==> config.mk <==
export PLATFORM = sky130hd
export DESIGN_NAME = fetch_decode_top
export DESIGN_NICKNAME = d
export VERILOG_FILES = /design/src/hw/fetch_pkg.sv /design/src/hw/arm_isa_pkg.sv /design/src/hw/fetch_decode_top.sv /design/src/hw/fetch_unit.sv /design/src/hw/inst_decoder.sv /design/src/hw/inst_memory.sv /design/src/hw/inst_queue.sv
export VERILOG_INCLUDE_DIRS = /design/src /design/src/include
export SDC_FILE = /design/constraint.sdc
export NUM_CORES = 1
export LEC_CHECK = 0
export BUFFER_PORTS_ARGS = -buffer_cell sky130_fd_sc_hd__buf_4
export CORE_MARGIN = 2
export CORE_UTILIZATION = 30
export DETAILED_ROUTE_END_ITERATION = 8
export PLACE_DENSITY_LB_ADDON = 0.12
export RECOVER_POWER = 100
export SLEW_MARGIN = 25
export SYNTH_ARGS = -nofsm -noshare
export SYNTH_HDL_FRONTEND = slang
export SYNTH_SLANG_ARGS = --single-unit
export TNS_END_PERCENT = 5
==> constraint.sdc <==
create_clock -name clk -period 16.9 [get_ports clk]
set_input_delay 1.69 -clock clk [delete_from_list [all_inputs] [get_ports clk]]
set_output_delay 1.69 -clock clk [all_outputs]
set_load 0.05 [all_outputs]
==> src/include/inst_program.svh <==
`ifndef INST_PROGRAM_SVH
`define INST_PROGRAM_SVH

// Setup and plain ALU work
rom[0]  = 32'b1110_00_1_1101_0_0000_0000_000000010100; // MOV   R0, #20
rom[1]  = 32'b1110_00_1_1101_0_0000_0001_000000000011; // MOV   R1, #3
rom[2]  = 32'b1110_00_1_1101_0_0000_0010_110000000001; // MOV   R2, #0x100
rom[3]  = 32'b1110_00_0_0100_1_0000_0011_000000000001; // ADDS  R3, R0, R1
rom[4]  = 32'b1110_00_0_0010_0_0011_0100_000100000001; // SUB   R4, R3, R1, LSL #2
rom[5]  = 32'b1110_00_0_0010_0_0000_0101_000000000001; // SUB   R5, R0, R1
rom[6]  = 32'b1110_00_0_0011_0_0001_0110_000000000000; // RSB   R6, R1, R0
rom[7]  = 32'b1110_00_0_0000_0_0000_0111_000000000001; // AND   R7, R0, R1
rom[8]  = 32'b1110_00_0_1100_0_0000_1000_000010100001; // ORR   R8, R0, R1, LSR #1
rom[9]  = 32'b1110_00_0_0001_0_1000_1001_000000000111; // EOR   R9, R8, R7
rom[10] = 32'b1110_00_0_1111_0_0000_1010_000000001001; // MVN   R10, R9
rom[11] = 32'b1110_00_1_1110_0_0000_1011_000000000100; // BIC   R11, R0, #4
rom[12] = 32'b1110_00_0_1010_1_0011_0000_000000000001; // CMP   R3, R1
rom[13] = 32'b0001_00_0_0100_0_0001_0001_000000000001; // ADDNE R1, R1, R1
rom[14] = 32'b1110_00_0_1000_1_0000_0000_000000000001; // TST   R0, R1
rom[15] = 32'b0000_00_1_1101_0_0000_1100_000000000001; // MOVEQ R12, #1
// Scratch area at R2
rom[16] = 32'b1110_01_0_0100_0_0010_0001_000000000000; // STR   R1, [R2], #0
rom[17] = 32'b1110_01_0_0100_0_0010_0011_000000000100; // STR   R3, [R2], #4
rom[18] = 32'b1110_01_0_0100_0_0010_0100_000000001000; // STR   R4, [R2], #8
rom[19] = 32'b1110_01_0_0100_1_0010_0101_000000000000; // LDR   R5, [R2], #0
rom[20] = 32'b1110_01_0_0100_1_0010_0110_000000000100; // LDR   R6, [R2], #4
rom[21] = 32'b1110_00_1_1101_0_0000_0011_000000000000; // MOV   R3, #0
rom[22] = 32'b1110_00_1_1101_0_0000_0100_000000000000; // MOV   R4, #0
// Bubble pass over three words
rom[23] = 32'b1110_00_0_0100_0_0010_0111_000100000011; // ADD   R7, R2, R3, LSL #2
rom[24] = 32'b1110_01_0_0100_1_0111_1000_000000000000; // LDR   R8, [R7], #0
rom[25] = 32'b1110_01_0_0100_1_0111_1001_000000000100; // LDR   R9, [R7], #4
rom[26] = 32'b1110_00_0_1010_1_1000_0000_000000001001; // CMP   R8, R9
rom[27] = 32'b1100_01_0_0100_0_0111_1001_000000000000; // STRGT R9, [R7], #0
rom[28] = 32'b1100_01_0_0100_0_0111_1000_000000000100; // STRGT R8, [R7], #4
rom[29] = 32'b1110_00_1_0100_0_0011_0011_000000000001; // ADD   R3, R3, #1
rom[30] = 32'b1110_00_1_1010_1_0011_0000_000000000010; // CMP   R3, #2
rom[31] = 32'b1011_10_1_0_1111_1111_1111_1111_1111_0110; // BLT   #-10
rom[32] = 32'b1110_00_1_1101_0_0000_0011_000000000000; // MOV   R3, #0
rom[33] = 32'b1110_00_1_0100_0_0100_0100_000000000001; // ADD   R4, R4, #1
rom[34] = 32'b1110_00_0_1010_1_0100_0000_000000000001; // CMP   R4, R1
rom[35] = 32'b1011_10_1_0_1111_1111_1111_1111_1111_0010; // BLT   #-14
// Sum the sorted words
rom[36] = 32'b1110_01_0_0100_1_0010_1010_000000000000; // LDR   R10, [R2], #0
rom[37] = 32'b1110_01_0_0100_1_0010_1011_000000000100; // LDR   R11, [R2], #4
rom[38] = 32'b1110_01_0_0100_1_0010_1100_000000001000; // LDR   R12, [R2], #8
rom[39] = 32'b1110_00_0_0100_0_1010_0000_000000001011; // ADD   R0, R10, R11
rom[40] = 32'b1110_00_0_0100_1_0000_0000_000000001100; // ADDS  R0, R0, R12
rom[41] = 32'b1110_01_0_0100_0_0010_0000_000000001100; // STR   R0, [R2], #12
rom[42] = 32'b1110_00_1_1101_0_0000_0001_000011111111; // MOV   R1, #0xFF
rom[43] = 32'b1110_00_0_1001_1_0001_0000_000000000000; // TEQ   R1, R0
rom[44] = 32'b1110_10_1_0_1111_1111_1111_1111_1111_1111; // B     #-1

`endif

==> src/hw/fetch_pkg.sv <==
package fetch_pkg;

	// Byte address of an instruction word
	typedef logic [31:0] addr_t;

	// Raw 32-bit instruction as stored in the ROM
	typedef logic [31:0] inst_word_t;

	// One fetched word together with the address it came from
	typedef struct packed {
		addr_t      addr;                      // Byte address, low two bits always zero
		inst_word_t word;                      // Instruction bits as read from the ROM
	} fetch_pkt_t;

endpackage

==> src/hw/arm_isa_pkg.sv <==
package arm_isa_pkg;

	// Condition field, bits 31..28
	typedef enum logic [3:0] {
		cond_eq = 4'h0,                        // Z set
		cond_ne = 4'h1,                        // Z clear
		cond_cs = 4'h2,                        // C set
		cond_cc = 4'h3,                        // C clear
		cond_mi = 4'h4,                        // N set
		cond_pl = 4'h5,                        // N clear
		cond_vs = 4'h6,                        // V set
		cond_vc = 4'h7,                        // V clear
		cond_hi = 4'h8,                        // C set and Z clear
		cond_ls = 4'h9,                        // C clear or Z set
		cond_ge = 4'ha,                        // N equals V
		cond_lt = 4'hb,                        // N differs from V
		cond_gt = 4'hc,                        // Z clear and N equals V
		cond_le = 4'hd,                        // Z set or N differs from V
		cond_al = 4'he,                        // Always
		cond_nv = 4'hf                         // Never
	} cond_e;

	// Data-processing opcode, bits 24..21
	typedef enum logic [3:0] {
		op_and = 4'h0,
		op_eor = 4'h1,
		op_sub = 4'h2,
		op_rsb = 4'h3,
		op_add = 4'h4,
		op_adc = 4'h5,
		op_sbc = 4'h6,
		op_rsc = 4'h7,
		op_tst = 4'h8,                         // Compare-type ops write no destination
		op_teq = 4'h9,
		op_cmp = 4'ha,
		op_cmn = 4'hb,
		op_orr = 4'hc,
		op_mov = 4'hd,
		op_bic = 4'he,
		op_mvn = 4'hf
	} opcode_e;

	// Instruction class from bits 27..26
	typedef enum logic [1:0] {
		class_data_proc = 2'b00,
		class_mem_xfer  = 2'b01,
		class_branch    = 2'b10,
		class_undefined = 2'b11
	} inst_class_e;

	typedef logic [3:0]  reg_idx_t;            // R0..R15
	typedef logic [11:0] operand_t;            // Shifter operand or memory offset

	// Fully split instruction as offered to the outside
	typedef struct packed {
		fetch_pkg::addr_t address;             // Where the word was fetched from
		cond_e            cond;
		inst_class_e      inst_class;
		opcode_e          opcode;
		logic             set_flags;           // S bit, data processing only
		logic             imm;                 // Bit 25
		logic             load;                // L bit, memory transfers only
		reg_idx_t         rn;
		reg_idx_t         rd;
		operand_t         operand;
		fetch_pkg::addr_t branch_target;       // Zero unless class is branch
	} decoded_inst_t;

endpackage

==> src/hw/fetch_decode_top.sv <==
module fetch_decode_top #(
	parameter int MEM_WORDS   = 64,
	parameter int QUEUE_DEPTH = 4
) (
	input  logic                       clk,
	input  logic                       rst_n,
	output logic                       dec_req,
	input  logic                       dec_ack,
	output arm_isa_pkg::decoded_inst_t dec_inst
);
	import fetch_pkg::*;

	logic       fetch_req;                     // Link 1, fetch to queue
	logic       fetch_ack;
	fetch_pkt_t fetch_pkt;
	logic       queue_req;                     // Link 2, queue to decoder
	logic       queue_ack;
	fetch_pkt_t queue_pkt;

	fetch_unit #(
		.MEM_WORDS(MEM_WORDS)
	) i_fetch (
		.clk(clk),
		.rst_n(rst_n),
		.fetch_req(fetch_req),
		.fetch_ack(fetch_ack),
		.fetch_pkt(fetch_pkt)
	);

	inst_queue #(
		.QUEUE_DEPTH(QUEUE_DEPTH)
	) i_queue (
		.clk(clk),
		.rst_n(rst_n),
		.in_req(fetch_req),
		.in_ack(fetch_ack),
		.in_pkt(fetch_pkt),
		.out_req(queue_req),
		.out_ack(queue_ack),
		.out_pkt(queue_pkt)
	);

	inst_decoder i_decoder (
		.clk(clk),
		.rst_n(rst_n),
		.in_req(queue_req),
		.in_ack(queue_ack),
		.in_pkt(queue_pkt),
		.dec_req(dec_req),
		.dec_ack(dec_ack),
		.dec_inst(dec_inst)
	);

endmodule

==> src/hw/fetch_unit.sv <==
module fetch_unit #(
	parameter int MEM_WORDS = 64
) (
	input  logic                  clk,
	input  logic                  rst_n,
	output logic                  fetch_req,
	input  logic                  fetch_ack,
	output fetch_pkg::fetch_pkt_t fetch_pkt
);
	import fetch_pkg::*;

	localparam addr_t LAST_ADDR = addr_t'((MEM_WORDS - 1) * 4); // Address of the final word

	typedef enum logic [1:0] {
		st_idle,                               // Load packet and raise req
		st_offer,                              // Req high, waiting for ack
		st_wait_release                        // Req low, waiting for ack to fall
	} state_e;

	state_e     state;
	addr_t      pc;
	addr_t      next_pc;
	inst_word_t rom_word;

	inst_memory #(
		.MEM_WORDS(MEM_WORDS)
	) i_rom (
		.addr(pc),
		.inst(rom_word)
	);

	// Sequential fetch only, wrap at the end of the ROM
	assign next_pc = (pc == LAST_ADDR) ? '0 : pc + addr_t'(4);

	always_ff @(posedge clk)
	begin
		if (!rst_n)
		begin
			state     <= st_idle;
			pc        <= '0;
			fetch_req <= 1'b0;
		end
		else
		begin
			case (state)
				st_idle:
				begin
					fetch_pkt <= '{addr: pc, word: rom_word}; // Data settles with req
					fetch_req <= 1'b1;
					state     <= st_offer;
				end
				st_offer:
				begin
					if (fetch_ack)
					begin
						fetch_req <= 1'b0;     // Queue has the word
						pc        <= next_pc;
						state     <= st_wait_release;
					end
				end
				st_wait_release:
				begin
					if (!fetch_ack)
						state <= st_idle;      // Four-phase cycle closed
				end
				default:
					state <= st_idle;
			endcase
		end
	end

endmodule

==> src/hw/inst_decoder.sv <==
module inst_decoder (
	input  logic                       clk,
	input  logic                       rst_n,
	input  logic                       in_req,
	output logic                       in_ack,
	input  fetch_pkg::fetch_pkt_t      in_pkt,
	output logic                       dec_req,
	input  logic                       dec_ack,
	output arm_isa_pkg::decoded_inst_t dec_inst
);
	import fetch_pkg::*;
	import arm_isa_pkg::*;

	typedef enum logic [1:0] {
		st_idle,                               // Free to take the next word
		st_load,                               // Result registered, req follows
		st_offer,                              // Dec_req high, result held
		st_release                             // Waiting for dec_ack to fall
	} state_e;

	state_e        state;
	inst_word_t    word;
	addr_t         br_offset;
	decoded_inst_t decoded;

	assign word = in_pkt.word;

	// Signed 24-bit word offset scaled to bytes
	assign br_offset = addr_t'({{6{word[23]}}, word[23:0], 2'b00});

	always_comb
	begin
		decoded            = '0;
		decoded.address    = in_pkt.addr;
		decoded.cond       = cond_e'(word[31:28]);
		decoded.opcode     = opcode_e'(word[24:21]);
		decoded.imm        = word[25];
		decoded.rn         = word[19:16];
		decoded.rd         = word[15:12];
		decoded.operand    = word[11:0];
		case (word[27:26])
			2'b00:
			begin
				decoded.inst_class = class_data_proc;
				decoded.set_flags  = word[20]; // S bit
			end
			2'b01:
			begin
				decoded.inst_class = class_mem_xfer;
				decoded.load       = word[20]; // Same bit means L here
			end
			2'b10:
			begin
				decoded.inst_class    = class_branch;
				decoded.branch_target = in_pkt.addr + addr_t'(8) + br_offset; // PC reads two ahead
			end
			default:
				decoded.inst_class = class_undefined;
		endcase
	end

	always_ff @(posedge clk)
	begin
		if (!rst_n)
		begin
			state   <= st_idle;
			in_ack  <= 1'b0;
			dec_req <= 1'b0;
		end
		else
		begin
			if (in_ack && !in_req)
				in_ack <= 1'b0;                // Queue side completes on its own
			case (state)
				st_idle:
				begin
					// Ack still high means the old transfer is not closed
					if (in_req && !in_ack)
					begin
						in_ack   <= 1'b1;
						dec_inst <= decoded;
						state    <= st_load;
					end
				end
				st_load:
				begin
					dec_req <= 1'b1;
					state   <= st_offer;
				end
				st_offer:
				begin
					if (dec_ack)
					begin
						dec_req <= 1'b0;
						state   <= st_release;
					end
				end
				st_release:
				begin
					if (!dec_ack)
						state <= st_idle;
				end
				default:
					state <= st_idle;
			endcase
		end
	end

endmodule

==> src/hw/inst_memory.sv <==
module inst_memory #(
	parameter int MEM_WORDS = 64
) (
	input  fetch_pkg::addr_t      addr,
	output fetch_pkg::inst_word_t inst
);
	import fetch_pkg::*;

	inst_word_t rom [MEM_WORDS];               // Word-addressed program store
	addr_t      word_idx;                      // Word index after dropping byte offset

	initial
	begin
		for (int i = 0; i < MEM_WORDS; i++)
		begin
			rom[i] = '0;                       // Unused words read back as zero
		end
		`include "inst_program.svh"
	end

	// Low two address bits ignored, index folds back into the ROM
	assign word_idx = (addr >> 2) % MEM_WORDS;

	assign inst = rom[word_idx];               // Combinational read

endmodule

==> src/hw/inst_queue.sv <==
module inst_queue #(
	parameter int QUEUE_DEPTH = 4
) (
	input  logic                  clk,
	input  logic                  rst_n,
	input  logic                  in_req,
	output logic                  in_ack,
	input  fetch_pkg::fetch_pkt_t in_pkt,
	output logic                  out_req,
	input  logic                  out_ack,
	output fetch_pkg::fetch_pkt_t out_pkt
);
	import fetch_pkg::*;

	localparam int PTR_W = $clog2(QUEUE_DEPTH);
	localparam int CNT_W = PTR_W + 1;          // Holds 0..QUEUE_DEPTH

	typedef enum logic {
		wr_idle,                               // Ready to accept a packet
		wr_hold                                // Ack high until req falls
	} wr_state_e;

	typedef enum logic [1:0] {
		rd_idle,                               // Waiting for a stored entry
		rd_offer,                              // Head offered downstream
		rd_release                             // Waiting for ack to fall
	} rd_state_e;

	fetch_pkt_t       entries [QUEUE_DEPTH];
	logic [PTR_W-1:0] wr_ptr;
	logic [PTR_W-1:0] rd_ptr;
	logic [CNT_W-1:0] count;
	wr_state_e        wr_state;
	rd_state_e        rd_state;
	logic             full;
	logic             push;
	logic             pop;

	assign full = (count == CNT_W'(QUEUE_DEPTH));
	assign push = (wr_state == wr_idle) && in_req && !full; // Back-pressure by withholding ack
	assign pop  = (rd_state == rd_offer) && out_ack;

	// Head entry cannot be overwritten before it is popped
	assign out_pkt = entries[rd_ptr];

	always_ff @(posedge clk)
	begin
		if (push)
			entries[wr_ptr] <= in_pkt;
	end

	always_ff @(posedge clk)
	begin
		if (!rst_n)
		begin
			wr_state <= wr_idle;
			rd_state <= rd_idle;
			wr_ptr   <= '0;
			rd_ptr   <= '0;
			count    <= '0;
			in_ack   <= 1'b0;
			out_req  <= 1'b0;
		end
		else
		begin
			count <= count + CNT_W'(push) - CNT_W'(pop);
			if (push)
			begin
				wr_ptr   <= wr_ptr + 1'b1;     // Power-of-two depth wraps for free
				in_ack   <= 1'b1;
				wr_state <= wr_hold;
			end
			else if (wr_state == wr_hold && !in_req)
			begin
				in_ack   <= 1'b0;
				wr_state <= wr_idle;
			end
			case (rd_state)
				rd_idle:
				begin
					if (count != '0)
					begin
						out_req  <= 1'b1;
						rd_state <= rd_offer;
					end
				end
				rd_offer:
				begin
					if (out_ack)
					begin
						out_req  <= 1'b0;
						rd_ptr   <= rd_ptr + 1'b1; // Head consumed
						rd_state <= rd_release;
					end
				end
				rd_release:
				begin
					if (!out_ack)
						rd_state <= rd_idle;
				end
				default:
					rd_state <= rd_idle;
			endcase
		end
	end

endmodule

# Yosys cells after proc, flatten, opt, wreduce, memory -nomap -nowiden
# Memories as Yosys holds them, arrays and structs flattened. A register that Yosys moved wholly into a read port is not among the register bits.
# Index checks and enable logic that the tools add are counted.
[op_classes] n_addsub=7 eq_ne=19 bitwise=1 n_mux=29 reduce_logical=29
[op_table] operator="32-bit by 3-bit adder with 32-bit output, second input constant" n=1
[op_table] operator="32-bit adder" n=1
[op_table] operator="32-bit by 4-bit adder with 32-bit output, second input constant" n=1
[op_table] operator="32-bit by 8-bit equality test with 1-bit output, second input constant" n=1
[op_table] operator="32-bit two-way mux" n=1
[op_table] operator="2-bit two-way mux" n=10
[op_table] operator="2-bit case mux with 3 select lines" n=3
[op_table] operator="2-bit AND reduction" n=6
[op_table] operator="3-bit AND reduction" n=4
[op_table] operator="1-bit two-way mux" n=11
[op_table] operator="2-bit equality test, second input constant" n=5
[op_table] operator="2-bit by 1-bit equality test with 1-bit output, second input constant" n=4
[op_table] operator="2-bit logical NOT" n=4
[op_table] operator="2-bit by 1-bit != test with 1-bit output, second input constant" n=4
[op_table] operator="2-bit != test, second input constant" n=4
[op_table] operator="2-bit case mux with 4 select lines" n=1
[op_table] operator="2-bit nonzero test" n=4
[op_table] operator="1-bit logical AND" n=6
[op_table] operator="1-bit case mux with 2 select lines" n=3
[op_table] operator="2-bit by 1-bit adder with 2-bit output, second input constant" n=2
[op_table] operator="1-bit logical NOT" n=4
[op_table] operator="3-bit by 1-bit adder with 3-bit output" n=1
[op_table] operator="3-bit equality test, second input constant" n=1
[op_table] operator="3-bit nonzero test" n=1
[op_table] operator="2 further kinds" n=2
[word_totals] out_inout_bits=98 ff_bits=179 mem_count=2 mem_bits_ro=2048 ram_bits=256 input_bits=3 wordCells=111
[mem_list] memory="i_fetch.i_rom.rom" depth=64 width=32 rd=1 rd_clocked_by_memory_dff=1 wr=0 line_no="inst_memory.sv:9" text="inst_word_t rom [MEM_WORDS];"
[mem_list] memory="i_queue.entries" depth=4 width=64 rd=1 rd_clocked_by_memory_dff=1 wr=1 line_no="inst_queue.sv:29" text="fetch_pkt_t entries [QUEUE_DEPTH];"

# Longest topological paths before layout
[depth] depth_word=5 mapped_depth=15 mapped_depth_nobuf=13

# By module
# A second synthesis with hierarchy kept.
[unflattened] hier_cells=1299 area_unflattened_um2=20020.5
[by_module_without_submodules] mod="inst_queue" seq_area_each_um2=7947.6 n_inst=1 cells_per_inst=394 area_each_um2=9805.7
[by_module_without_submodules] mod="inst_decoder" seq_area_each_um2=2992.9 n_inst=1 cells_per_inst=437 area_each_um2=5345.1
[by_module_without_submodules] mod="fetch_unit" seq_area_each_um2=2522.4 n_inst=1 cells_per_inst=251 area_each_um2=3507.1
[by_module_without_submodules] mod="inst_memory" seq_area_each_um2=0.0 n_inst=1 cells_per_inst=217 area_each_um2=1362.6

# Worst setup path after synthesis
# OpenSTA, ideal clock, no wires.
[synth_path] path_kind="input to register" start="input rst_n" end="register, netlist name i_decoder.dec_inst[10]" path_stages=2 required_ns=16.230 arrival_time_ns=8.363 path_slack_ns=7.867 n_path_buf=0 setup_time_ns=0.670 cell_sequence="nand2_1 > nor3b_1"
[synth_between] elab_chain_len=1
[synth_rtl] item="start: declaration" line_no="fetch_decode_top.sv:6" text="input logic rst_n,"
[synth_rtl] item="3-bit AND reduction (no source line)"
# No other way between the ends.
# A chain may end at the register's enable or synchronous reset.

==> results.json <==
{
  "cts_buffer_depth": 3,
  "yosys.area.top_type": "edfxtp_1",
  "dieArea_mm2": 0.0649,
  "io_buffer_count": 96,
  "cts.sinks": 436,
  "peakVddDrop_mv": 0.0740,
  "endpoint_kind": "register",
  "num-fill-cells": 6105,
  "cp.required_ns": 17.23,
  "finalCritPeriodShare_pct": 45.5,
  "viasPerCell": 4.88,
  "nNetsFinal": 1461,
  "hold_viol": 0,
  "drc": 0,
  "drtAntennaViolNets": 0,
  "die_w_um": 255,
  "slew_headroom_pct": -196,
  "synthDominantCellAreaShare_pct": 61.4,
  "synth.most_common_cell": "edfxtp_1",
  "postCtsSetupRepairBufs": 0,
  "initial_core_util_pct": 30.5,
  "syn_area_mm2": 0.0189,
  "synthTopCellsByArea": "edfxtp_1 (61%), mux4_2 (7.2%), dfxtp_1 (5.3%), ha_1 (5.2%), a21oi_1 (1.9%)",
  "grt_pass1_wl_mm": 70.6,
  "drive_gt1_share_pct": 9.48,
  "clock.fmax_ghz": 0.130,
  "ys_ff_latch": 436,
  "drt_iter0_markers": 757,
  "synth_commonest_cells": "edfxtp_1 (386), nor2_1 (86), ha_1 (78), nand2_1 (73), a21oi_1 (70)",
  "p_leak_nw": 6.88,
  "clockRootBuffer": "clkbuf_16",
  "rsz0062_at_grt": "false",
  "areaGrowthSynthToFinish_pct": 14.1,
  "post_dp_cell_area_mm2": 0.0205,
  "synth_edf_count": 386,
  "min_period_ns": 7.69,
  "worst_pin_slew_ns": 4.43,
  "ctsHoldBuffers": 0,
  "cts_tree": "built",
  "power.density_mw_per_mm2": 148,
  "h-tree-depth": 2,
  "syn_avg_cell_area_um2": 14.7,
  "seq_area_frac_synth_pct": 66.8,
  "post-route-util_pct": 34.7,
  "synth_cell_type_count": 67,
  "critPathKind": "register to register",
  "setup-violations-final": 0,
  "yosys_warnings": 0,
  "synthArstFlopShare_pct": 0,
  "io_pins": 101,
  "drv_slew": 645,
  "grt_start_max_net_pins": 77,
  "finClkSkew_ns": 0.0126,
  "globalplace.congestion": 0.867,
  "placementRows": 91,
  "post_cts_resized": 0,
  "grt_pass1_vias": 11100,
  "status": "complete, but fails checks",
  "cts_inserted_buffers": 48,
  "fin_area_mm2": 0.0215,
  "setup_tns_ns": 0,
  "worstHoldPathType": "register to register",
  "first_pass_iters": 6,
  "core_mm2": 0.0619,
  "worstPathMaxFanout": 33,
  "violations": "capacitance limit, slew limit",
  "avgRoutedWirePerCell_um": 20.7,
  "overflow": 0,
  "routed_wl_mm": 46.7,
  "synthCells": 1280,
  "drv_cap": 16,
  "clk_pin_slew_worst_paths_ns": 0.06,
  "hpwl_mm": 30.9,
  "cp_data_arrival_time_ns": 8.02,
  "grt.total_usage_pct": 14.6,
  "clkLatencyLatePin_ns": 0.59,
  "setup.worst_path.start_class": "register",
  "vias": 11000,
  "die_h_um": 255,
  "antenna_found_initial": 0,
  "synthFlopType": "edfxtp_1"
}
-- cell type report --
cell class / instances / area [µm²] / area share [%]
sequential: 436 / 12600 / 58.5
multi-input combinational: 743 / 5840 / 27.1
clock buffer: 60 / 1250 / 5.79
tap: 837 / 1050 / 4.87
timing repair buffer: 112 / 424 / 1.97
clock inverter: 25 / 225 / 1.05
inverter: 37 / 139 / 0.645
antenna: 1 / 2.50 / 0.0116
-- cell usage in the layout (no fill, tap or decap), drive strengths merged, types with 32 or more instances in the layout --
master  instances
a21oi          70
nor3           35
nand2          73
edfxtp        386
ha             78
nor2           86
clkbuf        171
o21ai          64
dfxtp          50
nand3          32
inv            38
mux4           60
-- state kept, by name, summed over array words and instances, names as in the netlist, named ones only --
signal,count
i_queue.entries,236
i_queue.wr_ptr,2
i_fetch.fetch_req,1
i_decoder.dec_inst,91
i_queue.in_ack,1
i_decoder.in_ack,1
i_queue.rd_state,2
i_decoder.state,2
i_queue.rd_ptr,2
i_fetch.pc,30
i_fetch.fetch_pkt,59
i_queue.out_req,1
i_decoder.dec_req,1
i_fetch.state,2
i_queue.count,3
-- final timing paths --
check	start	endpoint	slack [ns]	depth (start not counted)
worst max-delay path	register	i_decoder.dec_inst[28]	9.21	10
worst min-delay path	i_fetch.fetch_req	i_queue.in_ack	0.45	2
worst max register to register	register	i_decoder.dec_inst[28]	9.21	10
worst min register to register	i_fetch.fetch_req	i_queue.in_ack	0.45	2
-- cell families after synthesis --
group / count (synthesis) / share of synthesized area, %
DFF: 436 / 66.8
and+or+nand+nor: 313 / 8.28
AOI/OAI and AO/OA: 242 / 7.97
other: 1 / 0.0199
adders and majority gates: 80 / 5.39
buffers and inverters: 104 / 2.33
xor gates and xnor gates: 36 / 1.67
muxes: 68 / 7.59
-- power by group --
part           switching, mW  leakage (nW)  internal, mW  total, mW
registers             0.0475          3.87          1.33       1.38
logic                  0.558          2.30         0.255      0.814
clock network          0.425         0.711         0.569      0.993
-- metrics by stage --
step                instances  hold slack, ns  setup WS [ns]  power [mW]
CTS                      2250           0.455          11.80        3.26
finish                   2251           0.453           9.21        3.18
detailed placement       2165           0.444          11.82        2.24
global placement         2165           0.435          11.84        2.25
global route             2250           0.491           8.03        3.36
floorplan                1283           0.403           7.87        1.99
-- metal layers --
metal	track usage, %	up-vias	share of wire, %
met5	0	-	0
met4	4.53	0	2.6
met3	2.44	78	4.3
met2	23.9	266	48
met1	19.7	5505	45
li1	-	5135	-
-- worst max-delay path, cell delays in order, from the launching register on --
cell,delay (ns)
dfxtp_1,1.81
clkbuf_1,2.17
mux4_2,0.76
ha_1,0.32
ha_1,0.35
o211ai_1,0.16
o21ai_0,0.56
nand3_1,0.31
a2111oi_0,0.71
o21a_1,0.18
nor3_1,0.04
No activity file was read; power rests on OpenSTA's default activity.
